## config.mk

```make
export PLATFORM = sky130hd
export DESIGN_NAME = lsu_top
export DESIGN_NICKNAME = d
export VERILOG_FILES = /design/src/design/lsu_pkg.sv /design/src/design/mem_bus_pkg.sv /design/src/design/lsu_ctrl.sv /design/src/design/lsu_store_align.sv /design/src/design/lsu_load_align.sv /design/src/design/lsu_top.sv
export VERILOG_INCLUDE_DIRS = /design/src /design/src/include
export SDC_FILE = /design/constraint.sdc
export NUM_CORES = 1
export LEC_CHECK = 0
export BUFFER_PORTS_ARGS = -buffer_cell sky130_fd_sc_hd__clkbuf_2
export CORE_MARGIN = 10
export CORE_UTILIZATION = 53
export DETAILED_ROUTE_END_ITERATION = 12
export HOLD_SLACK_MARGIN = 0.05
export PLACE_DENSITY = 0.88
export SLEW_MARGIN = 20
export SYNTH_ARGS = -nofsm -noshare
export SYNTH_HDL_FRONTEND = slang
export SYNTH_SLANG_ARGS = --single-unit
```

## constraint.sdc

```tcl
create_clock -name clk_i -period 6 [get_ports clk_i]
set_clock_uncertainty 0.1 [all_clocks]
set_input_delay 0.9 -clock clk_i [delete_from_list [all_inputs] [get_ports clk_i]]
set_output_delay 0.9 -clock clk_i [all_outputs]
set_load 0.05 [all_outputs]
```

## src/include/lsu_cfg.svh

```systemverilog
/*
  load-store unit configuration
  data path width and the byte lane geometry that follows from it
*/

`ifndef LSU_CFG_SVH
`define LSU_CFG_SVH

// data and address width of the core and the memory port
`define LSU_DATA_W 32

// byte lanes per word
`define LSU_BYTES 4

// width of a byte offset inside one word, log2 of LSU_BYTES
`define LSU_OFFS_W 2

`endif

```

## src/design/lsu_pkg.sv

```systemverilog
/*
  core-side types of the load-store unit
  access size as seen from execute, and the controller state encoding
*/

package lsu_pkg;

  //////////////////////////////////////////////////
  // access size
  //////////////////////////////////////////////////

  // byte takes the code that both byte encodings of the execute stage share
  typedef enum logic [1:0] {
    LSU_WORD = 2'b00, // 4 bytes
    LSU_HALF = 2'b01, // 2 bytes
    LSU_BYTE = 2'b10  // single byte, never split
  } lsu_size_e;

  //////////////////////////////////////////////////
  // controller states
  //////////////////////////////////////////////////

  typedef enum logic [2:0] {
    LSU_IDLE                  = 3'd0, // no address phase pending
    LSU_WAIT_GNT_MIS          = 3'd1, // first part of a split waits for grant
    LSU_WAIT_RVALID_MIS       = 3'd2, // second part requested, first response pending
    LSU_WAIT_GNT              = 3'd3, // single or second part waits for grant
    LSU_WAIT_RVALID_MIS_GNTS  = 3'd4  // both parts granted, first response pending
  } lsu_state_e;

endpackage

```

## src/design/mem_bus_pkg.sv

```systemverilog
/*
  memory port types
  word, byte-enable and byte-offset shapes of the data bus
*/

`include "lsu_cfg.svh"

package mem_bus_pkg;

  // one data word or one byte address
  typedef logic [`LSU_DATA_W-1:0] mem_word_t;

  // one enable per byte lane
  typedef logic [`LSU_BYTES-1:0] mem_be_t;

  // byte position inside a word
  typedef logic [`LSU_OFFS_W-1:0] mem_offs_t;

endpackage

```

## src/design/lsu_ctrl.sv

```systemverilog
/*
  load-store controller
  sequences request, grant and response on the memory port, splits
  misaligned accesses in two, tracks errors and the last failing address
*/

`include "lsu_cfg.svh"

module lsu_ctrl (
  input  logic                  clk_i,
  input  logic                  rst_ni,
  // core side
  input  logic                  lsu_req_i,
  input  logic                  lsu_we_i,
  input  lsu_pkg::lsu_size_e    lsu_size_i,
  input  mem_bus_pkg::mem_word_t lsu_addr_i,   // byte address
  // memory side
  input  logic                  data_gnt_i,
  input  logic                  data_rvalid_i,
  input  logic                  data_err_i,
  // captured write flag from the load path
  input  logic                  we_q_i,
  output logic                  data_req_o,
  output mem_bus_pkg::mem_word_t data_addr_o,  // word aligned
  output logic                  part_second_o,
  output logic                  ctrl_update_o,
  output logic                  rdata_update_o,
  output logic                  resp_valid_o,
  output logic                  load_err_o,
  output logic                  store_err_o,
  output mem_bus_pkg::mem_word_t addr_last_o,
  output logic                  busy_o
);

  import lsu_pkg::*;
  import mem_bus_pkg::*;

  lsu_state_e state_q, state_d;
  logic       mis_q, mis_d;       // high from first grant until second grant of a split
  logic       err_q, err_d;       // sticky error of the first part
  logic       split;
  logic       addr_incr;          // present the second word address
  logic       addr_update;
  logic       any_err;
  logic [1:0] outst_q;            // granted items still waiting for rvalid
  mem_offs_t  offs;
  mem_word_t  addr_word;
  mem_word_t  addr_next;
  mem_word_t  addr_last_q;

  assign offs      = lsu_addr_i[`LSU_OFFS_W-1:0];
  assign addr_word = lsu_addr_i & ~mem_word_t'(`LSU_BYTES - 1); // clear the offset bits
  assign addr_next = addr_word + mem_word_t'(`LSU_BYTES);

  // word at nonzero offset, or half straddling the word boundary
  assign split = ((lsu_size_i == LSU_WORD) && (offs != '0)) ||
                 ((lsu_size_i == LSU_HALF) && (&offs));

  //////////////////////////////////////////////////
  // access FSM
  //////////////////////////////////////////////////

  always_comb begin
    state_d        = state_q;
    mis_d          = mis_q;
    err_d          = err_q;
    data_req_o     = 1'b0;
    addr_incr      = 1'b0;
    addr_update    = 1'b0;
    ctrl_update_o  = 1'b0;
    rdata_update_o = 1'b0;

    unique case (state_q)
      LSU_IDLE: begin
        if (lsu_req_i) begin
          data_req_o = 1'b1; // first request straight from the core request
          err_d      = 1'b0;
          if (data_gnt_i) begin
            ctrl_update_o = 1'b1;
            addr_update   = 1'b1;
            mis_d         = split;
            state_d       = split ? LSU_WAIT_RVALID_MIS : LSU_IDLE;
          end else begin
            state_d = split ? LSU_WAIT_GNT_MIS : LSU_WAIT_GNT;
          end
        end
      end

      LSU_WAIT_GNT_MIS: begin
        data_req_o = 1'b1;
        if (data_gnt_i) begin
          ctrl_update_o = 1'b1;
          addr_update   = 1'b1; // byte address of the first part
          mis_d         = 1'b1;
          state_d       = LSU_WAIT_RVALID_MIS;
        end
      end

      LSU_WAIT_RVALID_MIS: begin
        data_req_o = 1'b1; // second part goes out while the first is in flight
        addr_incr  = 1'b1;
        if (data_rvalid_i) begin
          err_d          = data_err_i;
          rdata_update_o = ~lsu_we_i;  // keep upper bytes of the first word
          addr_update    = data_gnt_i & ~data_err_i;
          mis_d          = ~data_gnt_i;
          state_d        = data_gnt_i ? LSU_IDLE : LSU_WAIT_GNT;
        end else if (data_gnt_i) begin
          mis_d   = 1'b0;
          state_d = LSU_WAIT_RVALID_MIS_GNTS;
        end
      end

      LSU_WAIT_GNT: begin
        data_req_o = 1'b1;
        addr_incr  = mis_q;          // second part of a split, or a single access
        if (data_gnt_i) begin
          ctrl_update_o = ~mis_q;    // attributes are taken on the first part only
          addr_update   = ~err_q;    // keep the failing first address
          mis_d         = 1'b0;
          state_d       = LSU_IDLE;
        end
      end

      LSU_WAIT_RVALID_MIS_GNTS: begin
        addr_incr = 1'b1;
        if (data_rvalid_i) begin
          err_d          = data_err_i;
          addr_update    = ~data_err_i;
          rdata_update_o = ~lsu_we_i;
          state_d        = LSU_IDLE; // last rvalid then arrives in idle
        end
      end

      default: state_d = LSU_IDLE;
    endcase
  end

  always_ff @(posedge clk_i or negedge rst_ni) begin
    if (!rst_ni) begin
      state_q     <= LSU_IDLE;
      mis_q       <= 1'b0;
      err_q       <= 1'b0;
      addr_last_q <= '0;
    end else begin
      state_q <= state_d;
      mis_q   <= mis_d;
      err_q   <= err_d;
      if (addr_update) begin
        addr_last_q <= addr_incr ? addr_next : lsu_addr_i;
      end
    end
  end

  // outstanding count, 0 to 2
  always_ff @(posedge clk_i or negedge rst_ni) begin
    if (!rst_ni) begin
      outst_q <= '0;
    end else begin
      unique case ({data_req_o & data_gnt_i, data_rvalid_i})
        2'b10:   outst_q <= outst_q + 2'd1;
        2'b01:   outst_q <= outst_q - 2'd1;
        default: outst_q <= outst_q; // none, or one in and one out
      endcase
    end
  end

  //////////////////////////////////////////////////
  // outputs
  //////////////////////////////////////////////////

  assign data_addr_o   = addr_incr ? addr_next : addr_word;
  assign part_second_o = mis_q;
  assign addr_last_o   = addr_last_q;
  assign busy_o        = (state_q != LSU_IDLE);

  assign any_err      = err_q | data_err_i;              // first part or final response
  assign resp_valid_o = data_rvalid_i & (state_q == LSU_IDLE);
  assign load_err_o   = any_err & ~we_q_i & resp_valid_o;
  assign store_err_o  = any_err &  we_q_i & resp_valid_o;

  //////////////////////////////////////////////////
  // assertions
  //////////////////////////////////////////////////

  addr_word_aligned_a: assert property (@(posedge clk_i) disable iff (!rst_ni)
    data_req_o |-> (data_addr_o[`LSU_OFFS_W-1:0] == '0));

  state_legal_a: assert property (@(posedge clk_i) disable iff (!rst_ni)
    state_q inside {LSU_IDLE, LSU_WAIT_GNT_MIS, LSU_WAIT_RVALID_MIS, LSU_WAIT_GNT,
                    LSU_WAIT_RVALID_MIS_GNTS});

  // a response must belong to some granted request
  no_stray_rvalid_a: assert property (@(posedge clk_i) disable iff (!rst_ni)
    ((state_q == LSU_IDLE) && (outst_q == '0)) |-> !data_rvalid_i);

endmodule

```

## src/design/lsu_store_align.sv

```systemverilog
/*
  store path alignment
  byte enables for either part of an access and write data rotated
  into its byte lanes
*/

`include "lsu_cfg.svh"

module lsu_store_align (
  input  lsu_pkg::lsu_size_e     lsu_size_i,
  input  mem_bus_pkg::mem_offs_t addr_offs_i,
  input  logic                   part_second_i,  // high for the second word of a split
  input  mem_bus_pkg::mem_word_t lsu_wdata_i,
  output mem_bus_pkg::mem_be_t   data_be_o,
  output mem_bus_pkg::mem_word_t data_wdata_o
);

  import lsu_pkg::*;
  import mem_bus_pkg::*;

  mem_be_t                     size_mask;  // enables of the access at offset 0
  logic [2*`LSU_BYTES-1:0]     be_span;    // enables across two adjacent words
  logic [2*`LSU_DATA_W-1:0]    wdata_dbl;  // doubled word for the rotation

  //////////////////////////////////////////////////
  // byte enables
  //////////////////////////////////////////////////

  always_comb begin
    unique case (lsu_size_i)
      LSU_WORD: size_mask = '1;
      LSU_HALF: size_mask = mem_be_t'(2'b11);
      default:  size_mask = mem_be_t'(1'b1); // byte
    endcase
  end

  // shift into an eight-lane window; the low half is the first word,
  // the high half is what spills into the next word
  assign be_span = {{`LSU_BYTES{1'b0}}, size_mask} << addr_offs_i;

  assign data_be_o = part_second_i ? be_span[2*`LSU_BYTES-1:`LSU_BYTES]
                                   : be_span[`LSU_BYTES-1:0];

  //////////////////////////////////////////////////
  // write data
  //////////////////////////////////////////////////

  // rotate left by offset bytes, e.g. offset 1 puts byte 0 in lane 1 and
  // byte 3 in lane 0, ready for the second word
  assign wdata_dbl    = {lsu_wdata_i, lsu_wdata_i} << {addr_offs_i, 3'b000};
  assign data_wdata_o = wdata_dbl[2*`LSU_DATA_W-1:`LSU_DATA_W];

endmodule

```

## src/design/lsu_load_align.sv

```systemverilog
/*
  load path alignment
  holds the access attributes and the first word of a split load, then
  realigns and zero- or sign-extends the response
*/

`include "lsu_cfg.svh"

module lsu_load_align (
  input  logic                   clk_i,
  input  logic                   rst_ni,
  input  logic                   ctrl_update_i,   // first part granted
  input  logic                   rdata_update_i,  // first response of a split load
  input  mem_bus_pkg::mem_offs_t addr_offs_i,
  input  lsu_pkg::lsu_size_e     lsu_size_i,
  input  logic                   lsu_sign_ext_i,
  input  logic                   lsu_we_i,
  input  mem_bus_pkg::mem_word_t data_rdata_i,
  output logic                   we_q_o,
  output mem_bus_pkg::mem_word_t rdata_o
);

  import lsu_pkg::*;
  import mem_bus_pkg::*;

  mem_offs_t                offs_q;
  lsu_size_e                size_q;
  logic                     sign_q;
  logic                     we_q;
  logic [`LSU_DATA_W-1:8]   rdata_q;     // upper three bytes of the first word
  logic                     split_q;
  mem_word_t                rdata_join;  // split view, first word low, second word high
  mem_word_t                rdata_shift; // unsplit view, wanted byte moved to lane 0
  mem_word_t                rdata_algn;

  //////////////////////////////////////////////////
  // captured attributes
  //////////////////////////////////////////////////

  always_ff @(posedge clk_i or negedge rst_ni) begin
    if (!rst_ni) begin
      offs_q <= '0;
      size_q <= LSU_WORD;
      sign_q <= 1'b0;
      we_q   <= 1'b0;
    end else if (ctrl_update_i) begin
      offs_q <= addr_offs_i;
      size_q <= lsu_size_i;
      sign_q <= lsu_sign_ext_i;
      we_q   <= lsu_we_i;
    end
  end

  // partial word, only meaningful during a split load
  always_ff @(posedge clk_i) begin
    if (rdata_update_i) begin
      rdata_q <= data_rdata_i[`LSU_DATA_W-1:8];
    end
  end

  //////////////////////////////////////////////////
  // realignment
  //////////////////////////////////////////////////

  assign split_q = ((size_q == LSU_WORD) && (offs_q != '0)) ||
                   ((size_q == LSU_HALF) && (&offs_q));

  always_comb begin
    unique case (offs_q)
      2'd1:    rdata_join = {data_rdata_i[7:0],  rdata_q[31:8]};
      2'd2:    rdata_join = {data_rdata_i[15:0], rdata_q[31:16]};
      2'd3:    rdata_join = {data_rdata_i[23:0], rdata_q[31:24]};
      default: rdata_join = data_rdata_i;  // aligned word
    endcase
  end

  assign rdata_shift = data_rdata_i >> {offs_q, 3'b000};
  assign rdata_algn  = split_q ? rdata_join : rdata_shift;

  //////////////////////////////////////////////////
  // extension
  //////////////////////////////////////////////////

  always_comb begin
    unique case (size_q)
      LSU_WORD: rdata_o = rdata_algn;
      LSU_HALF: rdata_o = {{(`LSU_DATA_W-16){sign_q & rdata_algn[15]}}, rdata_algn[15:0]};
      default:  rdata_o = {{(`LSU_DATA_W-8){sign_q & rdata_algn[7]}}, rdata_algn[7:0]};
    endcase
  end

  assign we_q_o = we_q; // steers error to load or store in the controller

  // the extension mux and error steering rely on known attributes
  attr_known_a: assert property (@(posedge clk_i) disable iff (!rst_ni)
    !$isunknown({offs_q, size_q, sign_q, we_q}));

endmodule

```

## src/design/lsu_top.sv

```systemverilog
/*
  load-store unit top level
  joins the controller with the store and load alignment paths between
  the execute stage and the word-aligned memory port
*/

`include "lsu_cfg.svh"

module lsu_top (
  input  logic                   clk_i,
  input  logic                   rst_ni,
  // core side
  input  logic                   lsu_req_i,
  input  logic                   lsu_we_i,
  input  lsu_pkg::lsu_size_e     lsu_size_i,
  input  logic                   lsu_sign_ext_i,
  input  mem_bus_pkg::mem_word_t lsu_addr_i,
  input  mem_bus_pkg::mem_word_t lsu_wdata_i,
  output mem_bus_pkg::mem_word_t lsu_rdata_o,
  output logic                   lsu_rdata_valid_o,
  output logic                   lsu_resp_valid_o,
  output logic                   load_err_o,
  output logic                   store_err_o,
  output mem_bus_pkg::mem_word_t addr_last_o,
  output logic                   busy_o,
  // memory side
  output logic                   data_req_o,
  output mem_bus_pkg::mem_word_t data_addr_o,
  output logic                   data_we_o,
  output mem_bus_pkg::mem_be_t   data_be_o,
  output mem_bus_pkg::mem_word_t data_wdata_o,
  input  logic                   data_gnt_i,
  input  logic                   data_rvalid_i,
  input  logic                   data_err_i,
  input  mem_bus_pkg::mem_word_t data_rdata_i
);

  import mem_bus_pkg::*;

  mem_offs_t addr_offs;
  logic      part_second;
  logic      ctrl_update;
  logic      rdata_update;
  logic      we_q;

  assign addr_offs = lsu_addr_i[`LSU_OFFS_W-1:0];

  //////////////////////////////////////////////////
  // control
  //////////////////////////////////////////////////

  lsu_ctrl u_ctrl (
    .clk_i          (clk_i),
    .rst_ni         (rst_ni),
    .lsu_req_i      (lsu_req_i),
    .lsu_we_i       (lsu_we_i),
    .lsu_size_i     (lsu_size_i),
    .lsu_addr_i     (lsu_addr_i),
    .data_gnt_i     (data_gnt_i),
    .data_rvalid_i  (data_rvalid_i),
    .data_err_i     (data_err_i),
    .we_q_i         (we_q),
    .data_req_o     (data_req_o),
    .data_addr_o    (data_addr_o),
    .part_second_o  (part_second),
    .ctrl_update_o  (ctrl_update),
    .rdata_update_o (rdata_update),
    .resp_valid_o   (lsu_resp_valid_o),
    .load_err_o     (load_err_o),
    .store_err_o    (store_err_o),
    .addr_last_o    (addr_last_o),
    .busy_o         (busy_o)
  );

  //////////////////////////////////////////////////
  // datapaths
  //////////////////////////////////////////////////

  lsu_store_align u_store_align (
    .lsu_size_i    (lsu_size_i),
    .addr_offs_i   (addr_offs),
    .part_second_i (part_second),
    .lsu_wdata_i   (lsu_wdata_i),
    .data_be_o     (data_be_o),
    .data_wdata_o  (data_wdata_o)
  );

  lsu_load_align u_load_align (
    .clk_i          (clk_i),
    .rst_ni         (rst_ni),
    .ctrl_update_i  (ctrl_update),
    .rdata_update_i (rdata_update),
    .addr_offs_i    (addr_offs),
    .lsu_size_i     (lsu_size_i),
    .lsu_sign_ext_i (lsu_sign_ext_i),
    .lsu_we_i       (lsu_we_i),
    .data_rdata_i   (data_rdata_i),
    .we_q_o         (we_q),
    .rdata_o        (lsu_rdata_o)
  );

  assign data_we_o = lsu_we_i; // core holds it for the whole access

  // load data only on a clean final response of a load
  assign lsu_rdata_valid_o = lsu_resp_valid_o & ~we_q & ~load_err_o;

  // enables come from the store path, the request from the controller;
  // every issued part must touch at least one byte
  be_nonzero_a: assert property (@(posedge clk_i) disable iff (!rst_ni)
    data_req_o |-> (data_be_o != '0));

endmodule

```

# == Word level (Yosys, flattened, before mapping) ==
# Index checks and enable logic that the tools add are counted.
# totals
reg_bits,67
latch_bits,0
ram_bits,0
romBits,0
elab_cells,108
mem_count,0
# op_classes
add_sub_neg,1
mul,0
n_div,0
n_lt_le_gt_ge,0
eq_ne,16
shifts,3
mux,40
n_bitwise,18
reduce_logical,21
# ops
cell,count
two-way mux 32 bit,3
one-hot mux 32 bit (3 select lines),1
one-hot mux 32 bit (2 select lines),1
<< shifter 64 x 5 -> 64 bit,1
adder 32 x 3 -> 32 bit (second input constant),1
>> shifter 32 x 5 -> 32 bit,1
two-way mux 3 bit,7
two-way mux 1 bit,16
one-hot mux 3 bit (5 select lines),1
AND 1 bit,10
!= test 2 bit (second input constant),5
one-hot mux 4 bit (2 select lines),1
<< shifter 4 x 2 -> 8 bit,1
inverter 1 bit,7
== test 2 x 1 -> 1 bit (second input constant),3
== test 3 x 2 -> 1 bit (second input constant),2
two-way mux 2 bit,3
one-hot mux 1 bit (2 select lines),3
nonzero test 2 bit,3
one-hot mux 1 bit (5 select lines),1
AND reduction 5 bit,1
== test 2 bit (second input constant),2
logical AND 1 bit,4
zero test 2 bit,2
17 further kinds,19

# == Longest topological paths before layout ==
# Gate-level depths: netlist (run 1).
# depth
ltp_word,7
mapped_depth,8
mapped_depth_nobuf,6

# == Modules after synthesis ==
# A second synthesis (run 1) with hierarchy kept.
# hier_totals
cells_unflattened,521
hier_area_um2,5844.4
# by_module_without_submodules
mod,instances,cells_per_inst,area_per_inst_um2
lsu_load_align,1,236,2626.3
lsu_ctrl,1,224,2303.5
lsu_store_align,1,59,894.6
lsu_top,1,2,20.0

# == Worst setup path after synthesis (run 1) ==
# Ideal clock, no wire load.
# synth_path
path_type,register -> register
startpoint,register u_ctrl.state_q[1]
endpoint,register u_load_align.rdata_q[10] (netlist name) (enable)
setup_ps,467
arrival_ps,3472
setup_slack_ps,1962
stages_incl_launch_ff,5
path_buffers,2
period_less_slack_ps,4038
cell_sequence,dfrtp_1 -> buf_2 -> buf_1 -> xor2_1 -> nor4bb_1
# synth_via
elab_chain_cells,3
elab_cells_between_ends,4
# synth_lines
element,line,source
from (decl),lsu_ctrl.sv:38,"lsu_state_e state_q, state_d;"
from (signal assigned),lsu_ctrl.sv:146,state_q <= state_d;
== test 3 x 2 -> 1 bit or == test 3 bit (tied branches),lsu_ctrl.sv:73,unique case (state_q)
OR reduction 2 bit (no source line) (*),--,
two-way mux 1 bit (*),--,
via rdata_update,lsu_top.sv:43,logic rdata_update;
to (signal assigned),lsu_load_align.sv:57,rdata_q <= data_rdata_i[`LSU_DATA_W-1:8];
to (decl),lsu_load_align.sv:30,logic [`LSU_DATA_W-1:8] rdata_q;
# Mark *: on every way through the listed nets, which the timed path passes. The rest lies on a longest branch.
# A chain may end at the register's enable or synchronous reset.

# == Worst setup path in the final report (run 1) ==
# layout_path
startpoint,register u_load_align.offs_q[0]
endpoint,output lsu_rdata_o[31]
# layout_via
elab_chain_cells,6
elab_cells_between_ends,14
# layout_lines
element,line,source
from (decl),lsu_load_align.sv:26,mem_offs_t offs_q;
from (signal assigned),lsu_load_align.sv:47,offs_q <= addr_offs_i;
branches (longest 3 deep; another with >> shifter 32 x 5 -> 32 bit),--,
two-way mux 32 bit (*),lsu_load_align.sv:78,assign rdata_algn = split_q ? rdata_join : rdata_shift;
"AND 1 bit, on equally long branches","lsu_load_align.sv:88, lsu_load_align.sv:87",
one-hot mux 32 bit (2 select lines) (*),lsu_load_align.sv:85,unique case (size_q)
to (decl),lsu_top.sv:19,"output mem_bus_pkg::mem_word_t lsu_rdata_o,"
# Every way passes the cells marked *.

==> results of run 1 <==
-- sequential cells by signal (all words and copies together), names as in the netlist --
| register | count |
|---|---|
| u_ctrl.state_q | 3 |
| u_load_align.rdata_q | 24 |
| u_load_align.we_q_o | 1 |
| u_ctrl.addr_last_o | 32 |
| u_load_align.sign_q | 1 |
| u_load_align.size_q | 2 |
| u_ctrl.err_q | 1 |
| u_ctrl.part_second_o | 1 |
| u_load_align.offs_q | 2 |
-- worst reg2reg max path, stage by stage (launching register included) --
cell      delay (ns)
dfrtp_1         0.75
nand2b_1        0.22
a31oi_4         0.62
nor4_1          0.18
xor2_1          0.21
mux2_2          0.29
-- layer usage --
layer / share of wire / routed length [µm]
met1: 0.36 / 7080
met2: 0.51 / 10100
met3: 0.11 / 2160
met4: 0.021 / 414
met5: 0 / 0
-- cells by family (layout without fill, tap and decap cells) --
family,Yosys count,count (layout)
mux,113,113
other cells,1,2
flops,67,67
simple gates,181,181
compound gates,113,113
xor+xnor,27,27
buf+inv,54,272
fa+ha+maj,1,1
-- cell usage in the layout (no fill, tap or decap), types with 4 or more instances in the layout --
cell and instances:
edfxtp_1 24, clkbuf_2 240, a21oi_1 27, a211oi_1 5, o22ai_1 4, o31ai_1 8
dfrtp_1 41, nor4_1 6, a221oi_1 6, a31oi_1 4, nor2_1 43, buf_4 5
xnor2_1 13, nand2_1 54, and3_1 5, o311ai_0 5, nand3_1 9, nand2b_1 4
inv_1 10, clkbuf_8 9, nor3_1 11, nand4_1 16, o21ai_0 28, xor2_1 14
mux2i_1 26, and4_1 5, mux2_2 48, mux4_2 38, nor3b_1 4
-- area by class of cell --
cell class,instances,area share
clock buffer,9,0.0174
timing repair buffer,246,0.175
multi-input combinational,437,0.517
tap,136,0.0239
clock inverter,7,0.00948
inverter,10,0.00527
sequential,67,0.252
-- stage by stage --
stage | cells | setup WS [ns]
2_1_floorplan | 558 | 1.96
3_3_place_gp | 896 | 2.00
3_5_place_dp | 896 | 1.83
4_1_cts | 912 | 1.48
5_1_grt | 912 | 1.27
6_report | 912 | 1.47
-- power groups by stage --
stage          Combinational [W]  Sequential, W  Clock (W)
2_1_floorplan            0.00165        0.00100          0
3_3_place_gp             0.00237       0.000795          0
3_5_place_dp             0.00241       0.000806          0
4_1_cts                  0.00241       0.000799   0.000377
5_1_grt                  0.00254       0.000828   0.000397
6_report                 0.00241       0.000802   0.000370
-- worst paths after layout --
path                                                            to  slack, ns                                from
worst max-delay path                               lsu_rdata_o[31]       1.47  u_load_align.offs_q[0]$_DFFE_PN0P_
worst min-delay path            u_ctrl.addr_last_o[17]$_DFFE_PN0P_       0.41  u_ctrl.addr_last_o[17]$_DFFE_PN0P_
worst max register to register   u_ctrl.addr_last_o[9]$_DFFE_PN0P_       3.52       u_ctrl.state_q[0]$_DFFE_PN0P_
worst min register to register  u_ctrl.addr_last_o[17]$_DFFE_PN0P_       0.41  u_ctrl.addr_last_o[17]$_DFFE_PN0P_
max in group asynchronous       u_load_align.offs_q[0]$_DFFE_PN0P_       4.48                              rst_ni
min in group asynchronous        u_ctrl.addr_last_o[2]$_DFFE_PN0P_       0.63                              rst_ni
==> run metrics, run 1 <==
final count of pins violating max slew 0; Die Span X 124 µm; via count of the first global-routing pass slightly below 6,000; Die Height 124 µm; number of buffers inserted by port buffering roughly 240; leading post-synthesis cells by cell area dfrtp_1, mux4_2, edfxtp_1, mux2_2, mux2i_1; # IOs approximately 250; fraction of synthesized cell area taken by the top area cell type 0.188; final cell utilization of the core 0.684; unrepaired setup endpoints after global routing false; area share of and/or/nand/nor cells after synthesis 0.175; most congested layer reported by global routing met2; GRT met3 Usage 0.0756; class of the tightest hold or removal check flip-flop to flip-flop; sum of negative setup slack 0 ns; fin nets between 800 and 900; Commonest cells post-synth nand2_1, mux2_2, dfrtp_1, nor2_1, mux4_2; via-per-instance ratio 6.35; number of buffers inserted by hold repair at cts 0; final routed wire length divided by cell count 21.6 µm; number of H-tree levels 3; Max Freq 221 MHz; adder and majority gate portion of the synthesized area 0.00219; gr usage total 0.244; cell area power density about 500 nW/µm²; register clock-pin slew on the reported worst setup and hold paths around 0.08 ns; maximum buffer depth of the clock tree 2; area of all placed cells without fillers between 7000 and 8000 µm²; max-cap violation count 0; met1 capacity usage during global routing 0.285; largest area contributor in the synthesized netlist dfrtp_1; Gate power share 0.672; number of hold violations in the final report 0; number of synthesized flops with an enable pin 24; element type at the critical path start flip-flop; family with the most delay on the worst path compound AO/OA/AOI/OAI gates; Pleak 3.18 nW; DRT Pass-1 Iters 6; number of antenna violations at the first check in global routing 0; sequential share of the synthesized area 0.314; synthesized netlist cell count between 500 and 600; largest net degree at the start of global routing 62; cell-internal power around 0.0014 W; Stages on worst setup path 7; Synth cell types 67; starting density of the core 0.549; area delta synth->final 24.6%; Setup violations, final 0; fraction of final layout cells sized beyond drive strength 1 0.472; share of the synthesized area in compound gates (AO/OA/AOI/OAI) 0.131; remaining number of nets flagged by the antenna check after routing 0; weighted congestion reported at the end of routability-driven placement roughly 0.90; Clock Latency Late Sink ~0.33 ns; clock network fraction of total power 0.103; Post-Synth XOR/XNOR Area 0.0413; register share of total power 0.224; sequential cell area approximately 1800 µm²; CTS tree done; slowest cell on the critical path dfrtp_2; Max FO, Critical Path 46; cell area after technology mapping ~5700 µm²; number of cells upsized or downsized after cts 0; Worst Hold Path Cells 1; number of cells on the worst reg-to-reg path 5; clk sinks between 60 and 70; transition time of the tightest slew-check pin 1.03 ns; # diodes 0; area used by multi-input combinational logic around 3700 µm²; most frequent cell after synthesis nand2_1; placed instance area approximately 6900 µm²; overall via count from detail_route between 5,000 and 6,000; Fill cells 802; switching power summed over all nets about 0.0021 W; Hold Slack around 0.41 ns; largest family of logic cells by synthesized area multiplexers; Worst Setup Path Type flip-flop to output port; flops & latches, synth between 60 and 70; violation count after the first detailed-route iteration 617; relative max-transition margin 0.315; signal arrival time at the worst endpoint 3.53 ns; number of warning messages in the yosys log 0; sw frac 0.599; HPWL reported at the end of detailed placement about 15 mm; wire length of the first global-routing pass about 30 mm; GR Util met2 0.423; Worst setup EP type output port; die area ~15,000 µm²; Core Box Area 10,400 µm²; endpoint required time on the critical path ~5.0 ns; worst stage delay on the critical path around 1.1 ns; clock buffers created by TritonCTS 9; clock period minus final worst setup slack roughly 4.5 ns; Final period util 0.755; buffer count from post-CTS setup fixing 0; Buffers & Inverters on Critical Path 2; largest voltage drop on the vdd net roughly 410 µV; DRC viols 0; post-layout total power around 0.0036 W; remaining global-route overflow 0; async set or reset register ratio after synthesis 0.642; number of rows in the core area 37; average instance area after synthesis around 10 µm²; Clock Root Buffer clkbuf_8; Total Routed Length slightly below 20 mm; sequence of cells on the critical path buf_4, and2b_1, a22oi_1, a221o_1, o21a_1, o31ai_1, clkbuf_2; top_reg_cell synth dfrtp_1; outcome completed; multiplexer share of the synthesized area 0.291
No activity file was read; power rests on OpenSTA's default activity.
==> run 2, diff against run 1 <==
Settings changed: CORE_UTILIZATION 53 to 49, PLACE_DENSITY 0.88 to 0.82.
Clock period 6 ns to 4.75 ns, I/O delays scaled along.
==> run 2 against run 1 <==
Global-route usage fell by 2.1 points. Critical path depth stayed put. Core utilization decreased by 5.0 points. Non-clock buffer count is 2 higher. Critical path type unchanged. Highest routed layer unchanged.
==> run metrics, run 2 (same netlist as run 1, synthesis figures left out) <==
outcome completed; via-per-instance ratio 6.21 (-2.3%); most common library cell in the layout ignoring fill and taps clkbuf_2; Total Routed Length 19.2 mm (-2.7%); # diodes 0 (unchanged); wire length of the first global-routing pass 30.3 mm (-0.59%); final cell utilization of the core 0.634 (-0.0501); Core Box Area 11,400 µm² (+9.6%); number of rows in the core area 39 (+5.4%); number of hold violations in the final report 0 (unchanged); clock buffers created by TritonCTS 9 (unchanged); Gate power share 0.658 (-0.014); commonest cells after routing, fill and taps aside clkbuf_2, nand2_1, mux2_2; final count of pins violating max slew 0 (unchanged); gr usage total 0.223 (-0.0208); number of flip-flops under the largest register name 32 (unchanged); number of H-tree levels 3 (unchanged); CTS tree done; met1 capacity usage during global routing 0.259 (-0.0264); GRT met3 Usage 0.0711 (-0.00443); violation count after the first detailed-route iteration 491 (-20%); max-cap violation count 0 (unchanged); r2r startpoint u_ctrl.state_q[0]$_DFFE_PN0P_; fin nets 880 (+0.23%); Buffers & Inverters on Critical Path 2 (unchanged); class of the tightest hold or removal check flip-flop to flip-flop; signal arrival time at the worst endpoint 3.20 ns (-0.33 ns); overall via count from detail_route 5,715 (-1.3%); register clock-pin slew on the reported worst setup and hold paths 0.06 ns (-0.02 ns); sequence of cells on the critical path buf_4, nor2b_1, o2bb2ai_1, a221o_1, o21a_1, o31ai_1, clkbuf_2; worst-case setup margin in the final layout 0.736 ns (-0.735 ns); setup slack at placement 1.14 ns (-0.690 ns); startpoint of the most critical setup path u_load_align.offs_q[0]$_DFFE_PN0P_; Die Height 128 µm (+3.4%); maximum buffer depth of the clock tree 2 (unchanged); register share of total power 0.204 (-0.020); number of antenna violations at the first check in global routing 0 (unchanged); placed instance area 6960 µm² (+0.34%); Clock Root Buffer clkbuf_16; sum of negative setup slack 0 ns (unchanged); final routed wire length divided by cell count 20.8 µm (-3.6%); HPWL reported at the end of detailed placement 15.0 mm (-2.6%); Clock Latency Late Sink 0.33 ns (about the same); buffer count from post-CTS setup fixing 0 (unchanged); Setup violations, final 0 (unchanged); remaining number of nets flagged by the antenna check after routing 0 (unchanged); unrepaired setup endpoints after global routing false; largest net degree at the start of global routing 44 (-29%); largest voltage drop on the vdd net 825 µV (+100%); Worst Setup Path Type flip-flop to output port; cell area power density 647 nW/µm² (+29%); element type at the critical path start flip-flop; number of buffers inserted by hold repair at cts 0 (unchanged); transition time of the tightest slew-check pin 1.01 ns (-0.0160 ns); DRC viols 0 (unchanged); DRT Pass-1 Iters 5 (-1); Pleak 3.23 nW (+1.6%); sw frac 0.579 (-0.0200); Die Span X 128 µm (+3.4%); Fill cells 953 (+19%); area delta synth->final 26.5%; fraction of final layout cells sized beyond drive strength 1 0.472 (about the same); Hold Slack 0.387 ns (-0.0256 ns); starting density of the core 0.501 (-0.0482); Max Freq between 200 and 250 MHz; cell-internal power 0.00197 W (+37%); die area 16,400 µm² (+6.8%); relative max-transition margin 0.326 (+0.0107); worst stage delay on the critical path 0.73 ns (-0.32 ns); clock period minus final worst setup slack roughly 4 ns; number of cells upsized or downsized after cts 0 (unchanged); area of all placed cells without fillers 7240 µm² (+1.6%); family with the most delay on the worst path compound AO/OA/AOI/OAI gates; weighted congestion reported at the end of routability-driven placement 0.960 (+6.2%); # IOs 245 (unchanged); remaining global-route overflow 0 (unchanged); slowest cell on the critical path dfrtp_2; Worst setup EP type output port; flop2flop setup slack 2.28 ns (-1.24 ns); via count of the first global-routing pass 5,914 (+1.3%); clock network fraction of total power 0.138 (+0.035); worst hold start u_ctrl.addr_last_o[19]$_DFFE_PN0P_; switching power summed over all nets 0.00271 W (+27%); endpoint required time on the critical path 3.94 ns (-1.06 ns); Final period util 0.845; most congested layer reported by global routing met2; number of buffers inserted by port buffering 242 (unchanged); clk sinks 67 (unchanged); Max FO, Critical Path 35 (-24%); GR Util met2 0.372 (-0.0506)
==> run 2: worst reg2reg max path, stage by stage, from the launching register on <==
cell	delay, ns
dfrtp_1	0.73
nand2b_1	0.23
a31oi_4	0.62
nor3_1	0.18
xor2_1	0.21
mux2_2	0.29
==> run 2: power groups by stage <==
stage	clock network, W	registers, W	logic [W]
floorplan	0	0.00127	0.00208
global placement	0	0.000944	0.00304
detailed placement	0	0.000958	0.00309
CTS	0.000658	0.000952	0.00309
global route	0.000681	0.000980	0.00326
finish	0.000644	0.000956	0.00308
==> run 2: final cells by class <==
cell class | instances | area (µm²) | share of cell area
multi-input combinational | 437 | 3680 | 0.509
sequential | 67 | 1800 | 0.248
timing repair buffer | 248 | 1260 | 0.173
clock buffer | 9 | 225 | 0.0311
tap | 143 | 179 | 0.0247
clock inverter | 7 | 58.8 | 0.00812
inverter | 10 | 37.5 | 0.00518
==> run 2: metal layers <==
| layer | routed length, µm | share of wire |
|---|---|---|
| met1 | 7200 | 0.38 |
| met2 | 9670 | 0.50 |
| met3 | 1830 | 0.095 |
| met4 | 489 | 0.025 |
| met5 | 0 | 0 |
==> run 2: worst paths after layout <==
kind	end	depth (start not counted)
max	lsu_rdata_o[31]	7
max in group asynchronous	u_load_align.offs_q[0]$_DFFE_PN0P_	1
min	u_ctrl.addr_last_o[19]$_DFFE_PN0P_	1
min reg2reg	u_ctrl.addr_last_o[19]$_DFFE_PN0P_	1
max reg2reg	u_ctrl.addr_last_o[22]$_DFFE_PN0P_	5
min in group asynchronous	u_ctrl.addr_last_o[29]$_DFFE_PN0P_	1
==> run 2: through the flow <==
| stage | power [W] | std cells |
|---|---|---|
| 2_1_floorplan | 0.00335 | 558 |
| 3_3_place_gp | 0.00399 | 905 |
| 3_5_place_dp | 0.00405 | 905 |
| 4_1_cts | 0.00470 | 921 |
| 5_1_grt | 0.00492 | 921 |
| 6_report | 0.00468 | 921 |
==> run 3, diff against run 2 <==
Settings changed: CORE_UTILIZATION 49 to 44, PLACE_DENSITY 0.82 to 0.78.
Clock period 4.75 ns to 3.58 ns, I/O delays scaled along.
==> run 3 against run 2 <==
Count of clock-buffer cells in the layout grew 2. Sequential power is 32% higher. Clock power is 38% higher. Via count is 1.5% lower. Total power up 36%. Highest routed layer unchanged.
==> run metrics, run 3 (same netlist as run 1, synthesis figures left out) <==
outcome completed; slowest cell on the critical path dfrtp_4; Total Routed Length 19.2 mm (unchanged); fraction of final layout cells sized beyond drive strength 1 0.480 (+0.00792); endpoint required time on the critical path 2.94 ns (-1.00 ns); final routed wire length divided by cell count 20.0 µm (-3.9%); largest net degree at the start of global routing 44 (unchanged); number of antenna violations at the first check in global routing 0 (unchanged); area of all placed cells without fillers 7420 µm² (+2.5%); violation count after the first detailed-route iteration 511 (+4.1%); sequence of cells on the critical path and2b_1, a22oi_1, a221o_1, o21a_1, o31ai_1, clkbuf_2; Final period util 0.932; family with the most delay on the worst path compound AO/OA/AOI/OAI gates; clock buffers created by TritonCTS 9 (unchanged); number of H-tree levels 3 (unchanged); post-layout total power 0.00639 W (+36%); register clock-pin slew on the reported worst setup and hold paths 0.06 ns (about the same); number of flip-flops under the largest register name 32 (unchanged); max-cap violation count 0 (unchanged); Fill cells 1,125 (+18%); worst stage delay on the critical path 0.65 ns (-0.08 ns); relative max-transition margin 0.334 (+0.00793); Die Span X 134 µm (+4.7%); via count of the first global-routing pass 5,697 (-3.7%); CTS tree done; sum of negative setup slack 0 ns (unchanged); weighted congestion reported at the end of routability-driven placement 0.888 (-7.6%); number of rows in the core area 41 (+5.1%); number of hold violations in the final report 0 (unchanged); signal arrival time at the worst endpoint 2.70 ns (-0.50 ns); element type at the critical path start flip-flop; Buffers & Inverters on Critical Path 1 (-1); die area 18,000 µm² (+9.5%); # IOs 245 (unchanged); overall via count from detail_route 5,628 (-1.5%); Worst setup EP type output port; number of buffers inserted by port buffering 242 (unchanged); area delta synth->final 29.7%; final count of pins violating max slew 0 (unchanged); HPWL reported at the end of detailed placement 15.2 mm (+1.2%); number of buffers inserted by hold repair at cts 0 (unchanged); commonest cells after routing, fill and taps aside clkbuf_2, nand2_1, mux2_2; DRC viols 0 (unchanged); clock period minus final worst setup slack around 3.3 ns; largest voltage drop on the vdd net 510 µV (-38%); class of the tightest hold or removal check primary input to async pin; cell area power density 861 nW/µm² (+33%); starting density of the core 0.452 (-0.0495); Worst Setup Path Type flip-flop to output port; Clock Latency Late Sink 0.34 ns (about the same); wire length of the first global-routing pass 30.2 mm (-0.27%); transition time of the tightest slew-check pin 0.999 ns (-0.0119 ns); clk sinks 67 (unchanged); unrepaired setup endpoints after global routing false; Pleak 3.30 nW (+2.3%); Max Freq around 300 MHz; remaining number of nets flagged by the antenna check after routing 0 (unchanged); remaining global-route overflow 0 (unchanged); Max FO, Critical Path 29 (-17%); Die Height 134 µm (+4.7%); DRT Pass-1 Iters 5 (unchanged); Setup violations, final 0 (unchanged); fin nets 888 (+0.91%); Clock Root Buffer clkbuf_16; placed instance area 7120 µm² (+2.4%); gr usage total 0.207 (-0.0163); # diodes 0 (unchanged); via-per-instance ratio 5.87 (-5.3%); maximum buffer depth of the clock tree 2 (unchanged); Core Box Area 12,700 µm² (+11%); most common library cell in the layout ignoring fill and taps clkbuf_2
-- run 3: cell types whose count changed in the layout (fill, tap and decap cells not counted), moves of 3 or more --
cell / previous run / this run
buf_4: 6 / 12
buf_12: 0 / 5
clkbuf_2: 241 / 238
clkinv_1: 3 / 0
-- run 3: through the flow --
step	setup slack [ns]	hold WS, ns	std cells	util
after global routing	0.0818	0.311	958	0.586
after CTS	0.132	0.309	958	0.585
final	0.242	0.262	958	0.586
after detailed placement	0.499	0.383	942	0.562
after floorplan	0.0139	0.141	558	-
after global placement	0.560	0.377	942	0.562
-- run 3: worst paths after layout --
path	from	to	slack (ns)	cells after the start
setup / recovery	u_load_align.offs_q[0]$_DFFE_PN0P_	lsu_rdata_o[31]	0.24	6
hold / removal	rst_ni	u_ctrl.addr_last_o[19]$_DFFE_PN0P_	0.26	1
setup reg to reg	u_ctrl.state_q[1]$_DFFE_PN0P_	u_ctrl.addr_last_o[15]$_DFFE_PN0P_	1.22	5
hold reg to reg	u_ctrl.addr_last_o[19]$_DFFE_PN0P_	u_ctrl.addr_last_o[19]$_DFFE_PN0P_	0.39	1
max in group asynchronous	rst_ni	u_load_align.offs_q[0]$_DFFE_PN0P_	2.38	1
min in group clk_i	data_rdata_i[30]	u_load_align.rdata_q[30]$_DFFE_PP_	0.32	1
-- run 3: cell type report --
type	count	area, µm²	area share
Clock buffer	11	243	0.0327
Clock inverter	5	51.3	0.00691
Inverter	10	37.5	0.00506
Multi-Input combinational cell	437	3680	0.497
Sequential cell	67	1800	0.243
Tap cell	172	215	0.0290
Timing Repair Buffer	256	1390	0.187
-- run 3: routing by layer --
metal	GRT usage	vias up	part of all wire
li1	-	2608	-
met1	0.239	2693	0.38
met2	0.339	302	0.49
met3	0.0881	25	0.11
met4	0.0653	0	0.016
met5	0	-	0
-- run 3: what timing repair did --
action                                 in CTS  in global routing
resized for setup                           0                  1
endpoints found under the hold margin       0                  0
setup endpoints to repair                   0                  1
setup buffers                               0                  0
-- run 3: power breakdown --
group          switching, W  internal, W
combinational       0.00304      0.00120
sequential         0.000246      0.00102
clock              0.000332     0.000554
total               0.00362      0.00277
